## src/emesh_pkg.sv

```systemverilog
// emesh packet format shared by the link decoder and the top level
`default_nettype none

package emesh_pkg;

   // address and data widths of the mesh
   localparam int emesh_aw = 32;
   localparam int emesh_dw = 32;

   // one mesh transaction of 103 bits with the msb first
   //   write     1 for a write or a read reply
   //   datamode  transfer size code
   //   ctrlmode  routing and special modes
   //   dstaddr   target address with the chip id in the top bits
   //   data      write data or read result
   //   srcaddr   return address for reads
   typedef struct packed {
      logic                write;
      logic [1:0]          datamode;
      logic [3:0]          ctrlmode;
      logic [emesh_aw-1:0] dstaddr;
      logic [emesh_dw-1:0] data;
      logic [emesh_aw-1:0] srcaddr;
   } emesh_packet_t;

   // dstaddr layout used by the decoder
   //   31:20  chip id
   //   19:16  register group
   //   10:8   bank select
   //   7:2    register offset

   // a read reply carries the register value in data,
   // with dstaddr and srcaddr swapped from the request

endpackage

`default_nettype wire

```

## src/ecfg_map_pkg.sv

```systemverilog
// register map of the link configuration port, with bank strobe bus and bank outputs
`default_nettype none

package ecfg_map_pkg;

   // chip identifier matched against dstaddr[31:20]
   localparam logic [11:0] chip_id = 12'h810;

   // register groups in dstaddr[19:16]
   localparam logic [3:0] egroup_mmr = 4'hf;
   localparam logic [3:0] egroup_mmu = 4'he;
   localparam logic [3:0] egroup_rr  = 4'hd;

   // bank selects in dstaddr[10:8]
   // the rx side uses the odd config select
   localparam logic [2:0] cfg_sel_tx = 3'b010;
   localparam logic [2:0] dma_sel    = 3'b101;

   // configuration bank offsets, dstaddr[7:2]
   localparam logic [5:0] reg_etx_cfg     = 6'd0;
   localparam logic [5:0] reg_etx_gpio    = 6'd2;
   localparam logic [5:0] reg_etx_version = 6'd3;

   // dma bank offsets, dstaddr[7:2]
   localparam logic [5:0] reg_dma_cfg     = 6'd0;
   localparam logic [5:0] reg_dma_count   = 6'd1;
   localparam logic [5:0] reg_dma_stride  = 6'd2;
   localparam logic [5:0] reg_dma_srcaddr = 6'd3;
   localparam logic [5:0] reg_dma_dstaddr = 6'd4;

   // fixed words
   localparam logic [31:0] etx_version_value = 32'h0001_0203;
   localparam logic [31:0] etx_cfg_reset     = 32'h0000_0010;

   // strobe bus from the decoder to both banks
   typedef struct packed {
      logic        cfg_en;
      logic        dma_en;
      logic        we;
      logic [5:0]  addr;
      logic [31:0] din;
   } mi_bus_t;

   // configuration bank outputs
   typedef struct packed {
      logic [31:0] cfg;
      logic [31:0] gpio;
   } etx_cfg_t;

   // dma descriptor outputs
   typedef struct packed {
      logic [31:0] cfg;
      logic [31:0] count;
      logic [31:0] stride;
      logic [31:0] srcaddr;
      logic [31:0] dstaddr;
   } dma_cfg_t;

endpackage

`default_nettype wire

```

## src/ecfg_if.sv

```systemverilog
// config packet decoder: strobes the register banks and returns read replies or forwards
`default_nettype none
`timescale 1ns/1ps

module ecfg_if #(
   parameter bit rx_side = 1'b0
) (
   input  wire                           clk,
   input  wire                           nreset,
   input  wire                           access_in,
   input  wire emesh_pkg::emesh_packet_t packet_in,
   input  wire                           wait_in,
   output ecfg_map_pkg::mi_bus_t         mi,
   input  wire [31:0]                    cfg_dout,
   input  wire [31:0]                    dma_dout,
   output logic                          access_out,
   output emesh_pkg::emesh_packet_t      packet_out
);

   logic [emesh_pkg::emesh_aw-1:0] dstaddr;
   logic [3:0]                     group;
   logic                           match;
   logic                           cfg_en;
   logic                           dma_en;
   logic                           mi_en;
   logic                           mi_rd;
   logic                           forward;
   logic [emesh_pkg::emesh_dw-1:0] readback;
   emesh_pkg::emesh_packet_t       reply;

   assign dstaddr = packet_in.dstaddr;
   assign group   = dstaddr[19:16];

   // packet addressed to this chip
   assign match = access_in & (dstaddr[31:20] == ecfg_map_pkg::chip_id);

   // config bank, select low bit picks tx or rx
   assign cfg_en = match
                 & (group == ecfg_map_pkg::egroup_mmr)
                 & (dstaddr[10:8] == (ecfg_map_pkg::cfg_sel_tx | {2'b00, rx_side}));

   // dma bank, bit 5 splits the tx and rx descriptors
   assign dma_en = match
                 & (group == ecfg_map_pkg::egroup_mmr)
                 & (dstaddr[10:8] == ecfg_map_pkg::dma_sel)
                 & (dstaddr[5] == rx_side);

   assign mi_en = cfg_en | dma_en;
   assign mi_rd = mi_en & ~packet_in.write;

   // other groups of this chip go on toward the receive side
   assign forward = match & ~mi_en
                  & ((group == ecfg_map_pkg::egroup_rr)
                  |  (group == ecfg_map_pkg::egroup_mmr)
                  |  (group == ecfg_map_pkg::egroup_mmu));

   // strobe bus to both banks
   always_comb
   begin
      mi.cfg_en = cfg_en;
      mi.dma_en = dma_en;
      mi.we     = mi_en & packet_in.write;
      mi.addr   = dstaddr[7:2];
      mi.din    = packet_in.data;
   end

   // idle banks drive zero, so OR is enough
   assign readback = cfg_dout | dma_dout;

   // reply goes back to the requester
   always_comb
   begin
      reply         = packet_in;
      reply.write   = 1'b1;
      reply.dstaddr = packet_in.srcaddr;
      reply.srcaddr = packet_in.dstaddr;
      reply.data    = readback;
   end

   // output stage holds while wait_in is high
   always_ff @(posedge clk or negedge nreset)
   begin
      if (!nreset)
         access_out <= 1'b0;
      else if (!wait_in)
         access_out <= mi_rd | forward;
   end

   always_ff @(posedge clk)
   begin
      if (!wait_in)
         packet_out <= forward ? packet_in : reply;
   end

endmodule

`default_nettype wire

```

## src/ecfg_cfg_regs.sv

```systemverilog
// transmit configuration bank: cfg and gpio registers plus read-only version word
`default_nettype none
`timescale 1ns/1ps

module ecfg_cfg_regs (
   input  wire                        clk,
   input  wire                        nreset,
   input  wire ecfg_map_pkg::mi_bus_t mi,
   output logic [31:0]                cfg_dout,
   output ecfg_map_pkg::etx_cfg_t     etx_cfg
);

   logic wr_en;

   // write strobe for this bank only
   assign wr_en = mi.cfg_en & mi.we;

   always_ff @(posedge clk or negedge nreset)
   begin
      if (!nreset)
      begin
         etx_cfg.cfg  <= ecfg_map_pkg::etx_cfg_reset;
         etx_cfg.gpio <= '0;
      end
      else if (wr_en)
      begin
         case (mi.addr)
            ecfg_map_pkg::reg_etx_cfg:
            begin
               etx_cfg.cfg <= mi.din;
            end
            ecfg_map_pkg::reg_etx_gpio:
            begin
               etx_cfg.gpio <= mi.din;
            end
            // version is read only, others unmapped
            default:
            begin
            end
         endcase
      end
   end

   // readback, zero when not selected
   always_comb
   begin
      cfg_dout = '0;
      if (mi.cfg_en)
      begin
         case (mi.addr)
            ecfg_map_pkg::reg_etx_cfg:
               cfg_dout = etx_cfg.cfg;
            ecfg_map_pkg::reg_etx_gpio:
               cfg_dout = etx_cfg.gpio;
            ecfg_map_pkg::reg_etx_version:
               cfg_dout = ecfg_map_pkg::etx_version_value;
            default:
               cfg_dout = '0;
         endcase
      end
   end

endmodule

`default_nettype wire

```

## src/ecfg_dma_regs.sv

```systemverilog
// dma descriptor bank: five registers that set up the link dma engine
`default_nettype none
`timescale 1ns/1ps

module ecfg_dma_regs (
   input  wire                        clk,
   input  wire                        nreset,
   input  wire ecfg_map_pkg::mi_bus_t mi,
   output logic [31:0]                dma_dout,
   output ecfg_map_pkg::dma_cfg_t     dma_cfg
);

   logic wr_en;

   assign wr_en = mi.dma_en & mi.we;

   // descriptor registers all clear to zero
   always_ff @(posedge clk or negedge nreset)
   begin
      if (!nreset)
         dma_cfg <= '0;
      else if (wr_en)
      begin
         case (mi.addr)
            ecfg_map_pkg::reg_dma_cfg:
               dma_cfg.cfg <= mi.din;
            ecfg_map_pkg::reg_dma_count:
               dma_cfg.count <= mi.din;
            ecfg_map_pkg::reg_dma_stride:
               dma_cfg.stride <= mi.din;
            ecfg_map_pkg::reg_dma_srcaddr:
               dma_cfg.srcaddr <= mi.din;
            ecfg_map_pkg::reg_dma_dstaddr:
               dma_cfg.dstaddr <= mi.din;
            // unmapped offsets are ignored
            default:
            begin
            end
         endcase
      end
   end

   // readback mux, zero when the bank is idle
   always_comb
   begin
      dma_dout = '0;
      if (mi.dma_en)
      begin
         case (mi.addr)
            ecfg_map_pkg::reg_dma_cfg:
               dma_dout = dma_cfg.cfg;
            ecfg_map_pkg::reg_dma_count:
               dma_dout = dma_cfg.count;
            ecfg_map_pkg::reg_dma_stride:
               dma_dout = dma_cfg.stride;
            ecfg_map_pkg::reg_dma_srcaddr:
               dma_dout = dma_cfg.srcaddr;
            ecfg_map_pkg::reg_dma_dstaddr:
               dma_dout = dma_cfg.dstaddr;
            default:
               dma_dout = '0;
         endcase
      end
   end

endmodule

`default_nettype wire

```

## src/elink_cfg_top.sv

```systemverilog
// link transmit config port: decoder with the configuration and dma register banks
`default_nettype none
`timescale 1ns/1ps

module elink_cfg_top (
   input  wire                            clk,
   input  wire                            nreset,
   input  wire                            access_in,
   input  wire emesh_pkg::emesh_packet_t  packet_in,
   input  wire                            wait_in,
   output wire                            access_out,
   output wire emesh_pkg::emesh_packet_t  packet_out,
   output wire ecfg_map_pkg::etx_cfg_t    etx_cfg,
   output wire ecfg_map_pkg::dma_cfg_t    dma_cfg
);

   wire ecfg_map_pkg::mi_bus_t mi;
   wire [31:0]                 cfg_dout;
   wire [31:0]                 dma_dout;

   // transmit side decoder
   ecfg_if #(
      .rx_side (1'b0)
   ) u_if (
      .clk        (clk),
      .nreset     (nreset),
      .access_in  (access_in),
      .packet_in  (packet_in),
      .wait_in    (wait_in),
      .mi         (mi),
      .cfg_dout   (cfg_dout),
      .dma_dout   (dma_dout),
      .access_out (access_out),
      .packet_out (packet_out)
   );

   ecfg_cfg_regs u_cfg (
      .clk      (clk),
      .nreset   (nreset),
      .mi       (mi),
      .cfg_dout (cfg_dout),
      .etx_cfg  (etx_cfg)
   );

   ecfg_dma_regs u_dma (
      .clk      (clk),
      .nreset   (nreset),
      .mi       (mi),
      .dma_dout (dma_dout),
      .dma_cfg  (dma_cfg)
   );

endmodule

`default_nettype wire

```

## config.mk

```make
export PLATFORM = sky130hd
export DESIGN_NAME = elink_cfg_top
export DESIGN_NICKNAME = d
export VERILOG_FILES = /design/src/emesh_pkg.sv /design/src/ecfg_map_pkg.sv /design/src/ecfg_if.sv /design/src/ecfg_cfg_regs.sv /design/src/ecfg_dma_regs.sv /design/src/elink_cfg_top.sv
export SDC_FILE = /design/constraint.sdc
export NUM_CORES = 1
export LEC_CHECK = 0
export CAP_MARGIN = 20
export CORE_MARGIN = 10
export CORE_UTILIZATION = 58
export CTS_CLUSTER_SIZE = 10
export DETAILED_ROUTE_END_ITERATION = 8
export DONT_BUFFER_PORTS = 1
export PLACE_DENSITY = 0.76
export SYNTH_ARGS = -nofsm -noshare
export SYNTH_HDL_FRONTEND = slang
export SYNTH_SLANG_ARGS = --single-unit
```

## constraint.sdc

```tcl
create_clock -name clk -period 1.4 [get_ports clk]
set_input_delay 0 -clock clk [delete_from_list [all_inputs] [get_ports clk]]
set_output_delay 0 -clock clk [all_outputs]
set_load 0.01 [all_outputs]
```

==> results of run 1 <==
## worst paths after layout
check / to / slack, ns / cells past startpoint
hold / removal: u_dma.dma_cfg[134]$_DFFE_PN0P_ / -0.81 / 0
hold reg to reg: u_cfg.etx_cfg[57]$_DFFE_PN0P_ / 0.62 / 1
max in group asynchronous: u_cfg.etx_cfg[63]$_DFFE_PN0P_ / 1.45 / 0
setup / recovery: u_if.packet_out[24]$_DFFE_PN_ / -0.41 / 5
min in group clk: u_if.packet_out[95]$_DFFE_PN_ / 0.03 / 2
setup reg to reg: u_if.packet_out[38]$_DFFE_PN_ / -0.28 / 4
## layer usage
layer,GRT usage [%],vias up,wire [µm],share of wire [%]
met5,0,-,0,0
met4,13.1,0,3180,5.3
met3,12.3,201,7500,13
met2,54.7,891,28700,48
met1,37.2,5925,20200,34
li1,-,4640,-,-
## synthesized netlist by cell type (2+ instances only)
cell	number
mux2_2	259
dfrtp_1	224
edfxtp_1	103
clkbuf_1	70
nor4_1	35
nand3_1	34
a32o_1	32
mux4_2	32
a31oi_2	30
inv_1	30
nor3_1	30
nor4b_1	28
o211ai_1	28
a21o_1	10
and2_1	10
buf_2	9
nand4_1	9
buf_1	6
buf_6	5
nand2b_1	5
nor2_1	5
mux2_1	4
nor2b_1	4
o22a_1	4
a31oi_1	3
or3_1	3
nand2_1	2
nor4_4	2
or4_1	2
## final cells by class
class | instances | area share, %
repair buffers | 359 | 18.2
well taps | 335 | 2.01
clock inverters | 2 | 0.0480
inverters | 30 | 0.559
clock buffers | 60 | 5.36
diodes | 1 | 0.0120
multi-input cells | 585 | 31.9
flip-flops and latches | 328 | 41.9
## registers in the layout, summed over array words and instances (netlist names)
name and count:
u_if.access_out 1, u_cfg.etx_cfg 64, u_dma.dma_cfg 160, u_if.packet_out 103
## cell families after synthesis
logic type	count (synthesis)	share of synthesized area, %
buf+inv	121	3.35
simple gates	180	7.68
flops	328	57.6
compound gates	109	6.90
mux	296	24.4
## per-stage QoR
stage	setup WS, ns	area [µm²]	cells
floorplan	-0.948	15400	1034
global placement	-0.900	17200	1490
detailed placement	-0.925	17200	1490
CTS	-0.366	20100	1676
global route	-0.423	20800	1700
finish	-0.405	20800	1700
## power breakdown
group          internal (mW)  leakage [nW]  total, mW  switching, mW
registers               10.2          4.14       10.4          0.273
logic                  0.397          4.38      0.884          0.487
clock network           5.44         0.548       9.20           3.76
## critical path, cell delays in order
cell	delay, ns
or4b_4	0.54
or4_4	0.55
or3_4	0.49
buf_12	0.18
mux2_2	0.29
## repair_timing
action,in CTS,in global routing
resized for setup,79,61
endpoints found under the setup margin,317,322
setup buffers,9,8
hold endpoints to repair,553,225
cloned,10,17
pin swaps,5,8
==> summary.md, run 1 <==
| Metric | Value |
|---|---|
| Status | finished, violations left |
| Failing checks | hold timing, setup timing |
| PortBufs | 0 |
| Post-route ant nets | 0 |
| Skew final | 0.0180 ns |
| Worst path arrival time | 2.05 ns |
| Setup TNS Final | -84.90 ns |
| Hpwl dp | 35.2 mm |
| Synth top area cells | dfrtp_1 (37%), edfxtp_1 (20%), mux2_2 (19%) |
| Most used DFF post-synth | dfrtp_1 |
| Unrepaired setup endpoints after global routing | true |
| Maxcap violations | 0 |
| First-pass GRT wire length | 82.2 mm |
| Commonest cells after routing, fill and taps aside | dfrtp_1 (224), mux2_2 (198), buf_4 (185) |
| Worst hold slack | -0.810 ns |
| Reg clk slew, reported paths | 0.06 ns |
| Vias per cell | 6.86 |
| Initial drt markers | 1,473 |
| Die height | 182 µm |
| Total routed wirelength | 59.6 mm |
| Initial core utilization | 58.6% |
| Vias in the first global route | 11,876 |
| Multi-input gate area | 6650 µm² |
| Worst setup EP type | flip-flop |
| Largest net degree at the start of global routing | 226 |
| Pwr/cell area | 984 nW/µm² |
| Worst skew pair latency | 0.52 ns |
| Core box area | 25,800 µm² |
| CTS tree | yes |
| Die ar. | 33,000 µm² |
| Total power draw | 20.5 mW |
| Area leader, netlist | dfrtp_1 |
| Data required, critical path | 1.65 ns |
| Tightest Pin Transition | 0.916 ns |
| Final hold violations | 225 |
| Grt total ovfl | 0 |
| Ports | 435 |
| Tmin final | 1.81 ns |
| Sequential share of the synthesized area | 57.6% |
| Launch point of the worst reg-to-reg path | u_dma.dma_cfg[70]$_DFFE_PN0P_ |
| Routed wire per std cell | 35.0 µm |
| Worst IR Drop VDD | 928 µV |
| H-tree levels | 2 |
| Post-synth ARST share | 68.6% |
| Worst setup margin | -0.405 ns |
| Max Clk Rate | 554 MHz |
| Tcrit/Tclk final | 129% |
| Fillers | 1,333 |
| Mapped Nets | 1,141 |
| Synth Cell Area | 15,100 µm² |
| Normalized max-slew margin | 38.9% |
| Worst setup SP type | primary input |
| Critical setup path kind | primary input to flip-flop |
| YS warnings | 0 |
| Most common cell after layout, fill and taps aside | dfrtp_1 |
| GR Util All Layers | 32.7% |
| Area grow syn2layout | 37.6% |
| FP Rows | 59 |
| Total number of vias | 11,657 |
| Synth Instances | 1,034 |
| Synth Register Bits | 328 |
| Post-synth EDFFs | 103 |
| Die width | 182 µm |
| Clk root buf | clkbuf_16 |
| Layout cell share with drive strength beyond 1 | 49.3% |
| Mean Syn Cell Area | 14.6 µm² |
| Drt first pass iters | 7 |
| Initial antenna violation count | 2 |
| Worst Setup SP | packet_in[91] |
| Post-synthesis cell type count | 45 |
| Synth top area share | 37.0% |
| Pins over their slew limit | 0 |
| CTS Hold Buffers Added | 105 |
| Worst min path class | primary input to async pin |
| GPL Wtd Cong | 0.852 |
| CP max FO | 8 |
| Max Root-Sink Buffers | 3 |
| Final core occ | 80.6% |
| Sink Count | 328 |
| Total leakage power | 9.06 nW |
| Fin nets | 1,450 |
| Final setup viols | 322 |
| Residual DRC | 0 |
| TritonCTS Buffers | 39 |
| Sequential cell area | 8720 µm² |
No activity file was read; power rests on OpenSTA's default activity.
==> inputs of run 2 (changes only) <==
--- a/config.mk
+++ b/config.mk
@@ -6,12 +6,14 @@
 export NUM_CORES = 1
 export LEC_CHECK = 0
 export CAP_MARGIN = 20
+export CELL_PAD_IN_SITES_DETAIL_PLACEMENT = 0
+export CELL_PAD_IN_SITES_GLOBAL_PLACEMENT = 1
 export CORE_MARGIN = 10
-export CORE_UTILIZATION = 58
+export CORE_UTILIZATION = 46
 export CTS_CLUSTER_SIZE = 10
 export DETAILED_ROUTE_END_ITERATION = 8
 export DONT_BUFFER_PORTS = 1
-export PLACE_DENSITY = 0.76
+export PLACE_DENSITY_LB_ADDON = 0.1
 export SYNTH_ARGS = -nofsm -noshare
 export SYNTH_HDL_FRONTEND = slang
 export SYNTH_SLANG_ARGS = --single-unit
==> run 2 against run 1 <==
The run still ends with hold timing, setup timing left. Non-clock buffer count increased by 15. Via count decreased by 5.7%. Clock skew decreased by 0.0031 ns. Worst hold slack got worse by 0.026 ns. Die area increased by 23%. Clock-buffer cell count increased by 4. Sequential power about the same. Flip-flop and latch count unchanged. Clock power about the same. Combinational power increased by 1%. Sequential share of layout area decreased by 0.075 points.
==> summary.md, run 2 (synthesized netlist as in run 1, its figures left out) <==
| Metric | Value |
|---|---|
| Max Clk Rate | 570 MHz (+2.8%) |
| Vias per cell | 6.02 (-12%) |
| Worst setup margin | -0.356 ns (+0.0493 ns) |
| Initial drt markers | 693 (-53%) |
| Setup TNS Final | -55.18 ns (+29.72 ns) |
| Area grow syn2layout | 37.9% |
| Fin nets | 1,465 (+1.0%) |
| GPL Wtd Cong | 0.783 (-8.0%) |
| H-tree levels | 2 (unchanged) |
| Worst min path class | primary input to async pin |
| Routed wire per std cell | 31.2 µm (-11%) |
| CP dominant cell by count | buf_6 |
| Launch point of the worst reg-to-reg path | u_dma.dma_cfg[56]$_DFFE_PN0P_ |
| Cells along the critical path | or4b_4 > or4_4 > buf_6 > nor4_4 > buf_6 > buf_6 > mux2_4 |
| Worst setup SP type | primary input |
| Skew final | 0.0149 ns (-0.00309 ns) |
| Maxcap violations | 0 (unchanged) |
| Initial core utilization | 46.5% (-12 points) |
| Finished layout cell area | 20,900 µm² (+0.18%) |
| Clk root buf | clkbuf_16 |
| Initial antenna violation count | 4 (+2) |
| Residual DRC | 0 (unchanged) |
| GR Util All Layers | 26.9% (-5.8 points) |
| Die height | 201 µm (+11%) |
| Area after DPL | 17,500 µm² (+1.6%) |
| Top delay family on crit path | simple AND/OR/NAND/NOR gates |
| FP Rows | 66 (+12%) |
| Tcrit/Tclk final | 125% (-3.5 points) |
| Setup Slack @ Placement | -0.845 ns (+0.0800 ns) |
| Ports | 435 (unchanged) |
| Worst path max stage delay | 0.53 ns (-0.02 ns) |
| Worst IR Drop VDD | 981 µV (+5.8%) |
| Drt first pass iters | 5 (-2) |
| Pwr/cell area | 983 nW/µm² (-0.10%) |
| CP max FO | 11 (+3) |
| Unrepaired setup endpoints after global routing | true |
| Largest Register | u_dma.dma_cfg |
| Tmin final | 1.76 ns (-0.0493 ns) |
| Reg clk slew, reported paths | 0.05 ns (about the same) |
| Critical setup path kind | primary input to flip-flop |
| Core box area | 32,500 µm² (+26%) |
| Data required, critical path | 1.80 ns (+0.15 ns) |
| First-pass GRT wire length | 81.9 mm (-0.29%) |
| CTS tree | yes |
| Worst Setup SP | packet_in[91] |
| Vias in the first global route | 11,238 (-5.4%) |
| Status | finished, violations left |
| Worst skew pair latency | 0.53 ns (about the same) |
| Fillers | 2,489 (+87%) |
| Failing checks | hold timing, setup timing |
| Pins over their slew limit | 0 (unchanged) |
| Post-route ant nets | 0 (unchanged) |
| Total leakage power | 9.06 nW (about the same) |
| Flip-flop count of the largest register after layout | 160 (unchanged) |
| Most common cell after layout, fill and taps aside | dfrtp_1 |
| TritonCTS Buffers | 39 (unchanged) |
| PortBufs | 0 (unchanged) |
| Hpwl dp | 35.2 mm (-0.15%) |
| Die width | 201 µm (+11%) |
| CP max-delay cell | or4b_4 |
| Layout cell share with drive strength beyond 1 | 50.9% (+1.6 points) |
| Worst path arrival time | 2.16 ns (+0.11 ns) |
| Final setup viols | 316 (-1.9%) |
| Die ar. | 40,600 µm² (+23%) |
| Final core occ | 64.1% (-16 points) |
| Max Root-Sink Buffers | 3 (unchanged) |
| Regs by FF count | u_dma.dma_cfg (160), u_if.packet_out (103), u_cfg.etx_cfg (64) |
| Grt total ovfl | 0 (unchanged) |
| Final hold violations | 225 (unchanged) |
| Worst hold slack | -0.836 ns (-0.0257 ns) |
| Total number of vias | 10,997 (-5.7%) |
| WP buf/inv | 3 (+2) |
| Tightest Pin Transition | 0.728 ns (-0.188 ns) |
| Total routed wirelength | 57.0 mm (-4.3%) |
| Normalized max-slew margin | 51.5% (+13 points) |
| Worst setup EP type | flip-flop |
| Sink Count | 328 (unchanged) |
| Commonest cells after routing, fill and taps aside | dfrtp_1 (224), buf_4 (206), mux2_2 (193) |
| Largest net degree at the start of global routing | 226 (unchanged) |
## run 2: cell count changes in the layout (fill, tap and decap cells not counted), moves of 10 or more
cell       previous run  this run
a31oi_2               1        30
a31oi_4              30         0
and2_1                0        10
and2_4               10         0
buf_4               185       206
clkbuf_16            56        44
nor4_1               19         2
nor4_2               14        24
## run 2: what timing repair did
item,CTS,global route
setup endpoints to repair,316,317
gates resized for setup,75,53
hold buffers,107,1
endpoints found under the hold margin,603,227
gates cloned,16,4
buffers inserted,23,10
pin swaps,26,11
## run 2: final cells by class
class,count,area (µm²),share of cell area (%)
inverter,30,116,0.558
multi-input combinational,585,6570,31.5
tap,442,553,2.65
timing repair buffer,374,3770,18.1
clock buffer,64,1130,5.43
sequential,328,8720,41.8
antenna,3,7.51,0.0360
## run 2: power by group
part           total [mW]  internal (mW)  switching [mW]
sequential           10.4           10.2           0.253
combinational       0.897          0.396           0.501
clock                9.22           5.46            3.76
total                20.5           16.0            4.51
## run 2: routing by layer
| metal | vias up | routed length (µm) | global-route usage, % |
|---|---|---|---|
| met5 | - | 0 | 0 |
| met4 | 0 | 1430 | 7.54 |
| met3 | 68 | 5370 | 9.29 |
| met2 | 456 | 27400 | 43.6 |
| met1 | 5784 | 22800 | 33.6 |
| li1 | 4689 | - | - |
## run 2: final timing paths
kind	endpoint	slack [ns]	cells after the start
max in group asynchronous	u_cfg.etx_cfg[32]$_DFFE_PN0P_	1.66	0
worst min register to register	u_cfg.etx_cfg[26]$_DFFE_PN0P_	0.62	1
min in group clk	u_if.packet_out[59]$_DFFE_PN_	0.02	3
worst max register to register	u_if.packet_out[56]$_DFFE_PN_	-0.18	4
worst max-delay path	u_dma.dma_cfg[124]$_DFFE_PN0P_	-0.36	7
worst min-delay path	u_dma.dma_cfg[134]$_DFFE_PN0P_	-0.84	0
## run 2: per-stage QoR
step | instances | total power, mW
2_1_floorplan | 1034 | 10.8
3_3_place_gp | 1606 | 11.0
6_report | 1826 | 20.5
4_1_cts | 1815 | 20.7
3_5_place_dp | 1606 | 11.0
5_1_grt | 1825 | 21.2
==> inputs of run 3 (changes only) <==
--- a/config.mk
+++ b/config.mk
@@ -5,11 +5,12 @@
 export SDC_FILE = /design/constraint.sdc
 export NUM_CORES = 1
 export LEC_CHECK = 0
+export ABC_AREA = 1
 export CAP_MARGIN = 20
 export CELL_PAD_IN_SITES_DETAIL_PLACEMENT = 0
 export CELL_PAD_IN_SITES_GLOBAL_PLACEMENT = 1
 export CORE_MARGIN = 10
-export CORE_UTILIZATION = 46
+export CORE_UTILIZATION = 42
 export CTS_CLUSTER_SIZE = 10
 export DETAILED_ROUTE_END_ITERATION = 8
 export DONT_BUFFER_PORTS = 1
==> run 3 against run 2 <==
Worst setup slack better by 0.44 ns. Power up 0.60%. Register-to-register slack better by 0.26 ns. The run ends with hold timing left. Highest routed layer unchanged. Synthesized cell count up 72%.
==> summary.md, run 3 <==
| Metric | Value |
|---|---|
| Status | finished, violations left |
| Failing checks | hold timing |
| H-tree levels | 2 (unchanged) |
| Total number of vias | 12,579 (+14%) |
| TritonCTS Buffers | 40 (+2.6%) |
| Fillers | 3,250 (+31%) |
| Routed wire per std cell | 21.6 µm (-31%) |
| GPL Wtd Cong | 0.844 (+7.7%) |
| Max Root-Sink Buffers | 3 (unchanged) |
| Fin nets | 2,154 (+47%) |
| Worst hold slack | -0.856 ns (-0.0197 ns) |
| Sink Count | 328 (unchanged) |
| Flip-flop count of the largest register after layout | 160 (unchanged) |
| Vias per cell | 4.97 (-17%) |
| CTS tree | yes |
| Drt first pass iters | 5 (unchanged) |
| Initial antenna violation count | 0 (-4) |
| Mapped Nets | 1,890 (+66%) |
| R2r endpoint | u_if.packet_out[48]$_DFFE_PN_ |
| Vias in the first global route | 12,353 (+9.9%) |
| Hpwl dp | 38.9 mm (+11%) |
| Ports | 435 (unchanged) |
| Post-synthesis cell type count | 36 (-20%) |
| Synth Register Bits | 328 (unchanged) |
| Largest net degree at the start of global routing | 226 (unchanged) |
| Post-route ant nets | 0 (unchanged) |
| Tmin final | 1.32 ns (-0.436 ns) |
| Pwr/cell area | 1060 nW/µm² (+7.6%) |
| CTS Hold Buffers Added | 111 (+3.7%) |
| Data required, critical path | 1.71 ns (-0.09 ns) |
| Critical setup path kind | flip-flop to flip-flop |
| First-pass GRT wire length | 82.4 mm (+0.60%) |
| Final core occ | 55.0% (-9.2 points) |
| Total leakage power | 8.89 nW (-1.9%) |
| Antenna cell count | 0 (-3) |
| Largest Register | u_dma.dma_cfg |
| YS warnings | 0 (unchanged) |
| Regs by FF count | u_dma.dma_cfg (160), u_if.packet_out (103), u_cfg.etx_cfg (64) |
| Sequential share of the synthesized area | 57.8% (+0.13 points) |
| Layout cell share with drive strength beyond 1 | 15.0% (-36 points) |
| Synth Instances | 1,783 (+72%) |
| Reg-to-reg slack, setup | 0.08 ns (+0.26 ns) |
| Initial drt markers | 883 (+27%) |
| Worst skew pair latency | 0.55 ns (+0.02 ns) |
| Tcrit/Tclk final | 94.3% (-31 points) |
| Post-synth ARST share | 68.6% (unchanged) |
| Maxcap violations | 0 (unchanged) |
| Post-synth EDFFs | 103 (unchanged) |
| Normalized max-slew margin | 41.0% (-11 points) |
| FP Rows | 69 (+4.5%) |
| Most used DFF post-synth | dfrtp_1 |
| Max Clk Rate | 758 MHz (+33%) |
| Pins over their slew limit | 0 (unchanged) |
| Worst path arrival time | 1.63 ns (-0.53 ns) |
| Final hold violations | 226 (+0.44%) |
| Grt total ovfl | 0 (unchanged) |
| Setup TNS Final | 0 ns (+55.18 ns) |
| Final setup viols | 0 (-100%) |
| Area leader, netlist | dfrtp_1 |
| Launch point of the worst reg-to-reg path | u_cfg.etx_cfg[16]$_DFFE_PN0P_ |
| Synth top area share | 37.1% (+0.086 points) |
| Synth top area cells | dfrtp_1 (37%), edfxtp_1 (20%), nand2_1 (12%) |
| Most frequent cell after synthesis | nand2_1 |
| Reg clk slew, reported paths | 0.06 ns (about the same) |
| Worst setup SP type | flip-flop |
| CP max FO | 2 (-9) |
| Tightest Pin Transition | 0.886 ns (+0.158 ns) |
| Post-synth top cells | nand2_1 (495), inv_1 (234), dfrtp_1 (224) |
| Total power draw | 20.6 mW (+0.60%) |
| Area grow syn2layout | 29.2% |
| PortBufs | 0 (unchanged) |
| R2R depth | 7 (+3) |
| Most common cell after layout, fill and taps aside | nand2_1 |
| Core box area | 35,500 µm² (+9.1%) |
| Sequential cell area | 8730 µm² (about the same) |
| Commonest cells after routing, fill and taps aside | nand2_1 (493), inv_1 (233), dfrtp_1 (223) |
| Die ar. | 43,900 µm² (+8.3%) |
| Worst setup EP type | flip-flop |
| Clk root buf | clkbuf_16 |
| Synth Cell Area | 15,100 µm² (-0.23%) |
| GR Util All Layers | 24.4% (-2.5 points) |
| Multi-input gate area | 5070 µm² (-23%) |
| Die width | 210 µm (+4.1%) |
| Worst IR Drop VDD | 1030 µV (+4.5%) |
| Die height | 210 µm (+4.1%) |
| Residual DRC | 0 (unchanged) |
| Skew final | 0.0226 ns (+0.00775 ns) |
| Worst min path class | primary input to async pin |
| Total routed wirelength | 54.7 mm (-4.0%) |
| Mean Syn Cell Area | 8.47 µm² (-42%) |
| Initial core utilization | 42.6% (-4.0 points) |
run 3: how the worst max path moves through the flow:
stage / from / endpoint / slack (ns) / cells after the start
after floorplan: wait_in / u_if.access_out$_DFFE_PN0N_ / -0.72 / 4
after global placement: packet_in[91] / u_if.packet_out[61]$_DFFE_PN_ / -0.38 / 11
after detailed placement: packet_in[91] / u_if.packet_out[55]$_DFFE_PN_ / -0.35 / 11
after CTS: packet_in[102] / u_cfg.etx_cfg[34]$_DFFE_PN0P_ / 0.04 / 5
after global routing: u_cfg.etx_cfg[16]$_DFFE_PN0P_ / u_if.packet_out[48]$_DFFE_PN_ / -0.007 / 7
final: u_cfg.etx_cfg[16]$_DFFE_PN0P_ / u_if.packet_out[48]$_DFFE_PN_ / 0.08 / 7
run 3: logic make-up after synthesis:
group	count (synthesis)	share of synthesized area [%]
AOI/OAI and AO/OA	279	10.0
and+or+nand+nor	849	23.2
DFF	328	57.8
buffers and inverters	327	8.97
run 3: timing repair:
item	in CTS	in global routing
hold endpoints to repair	581	225
setup buffers	0	2
setup endpoints to repair	0	26
gates resized for setup	0	5
run 3: per-stage QoR:
stage	hold WS [ns]	setup slack, ns	instance area (µm²)	std cells
after floorplan	-0.296	-0.717	15100	1783
after global placement	-0.287	-0.379	17200	2354
after detailed placement	-0.286	-0.350	17200	2354
after CTS	-0.872	0.0365	19500	2528
after global routing	-0.881	-0.00728	19500	2529
final	-0.856	0.0802	19500	2529
run 3: critical path, cell delays in order (launching register included):
cell	delay (ns)
dfrtp_1	0.37
or2_2	0.27
nand4_1	0.07
nand2_1	0.06
nand4_1	0.12
nand3_1	0.09
nand2_1	0.06
inv_1	0.04
run 3: final cells by class:
| type | instances | share of cell area (%) |
|---|---|---|
| Clock buffer | 62 | 5.97 |
| Clock inverter | 1 | 0.0192 |
| Inverter | 237 | 4.59 |
| Multi-Input combinational cell | 1128 | 26.0 |
| Sequential cell | 328 | 44.7 |
| Tap cell | 461 | 2.96 |
| Timing Repair Buffer | 312 | 15.7 |
run 3: layer usage:
layer  global-route usage [%]  share of wire (%)
met2                     39.6                 47
met5                        0                  0
met3                     8.79                9.5
met1                     30.2                 41
met4                     6.75                2.6
run 3: power by group:
| group | internal [mW] | switching (mW) |
|---|---|---|
| Sequential | 10.2 | 0.254 |
| Combinational | 0.349 | 0.440 |
| Clock | 5.64 | 3.81 |
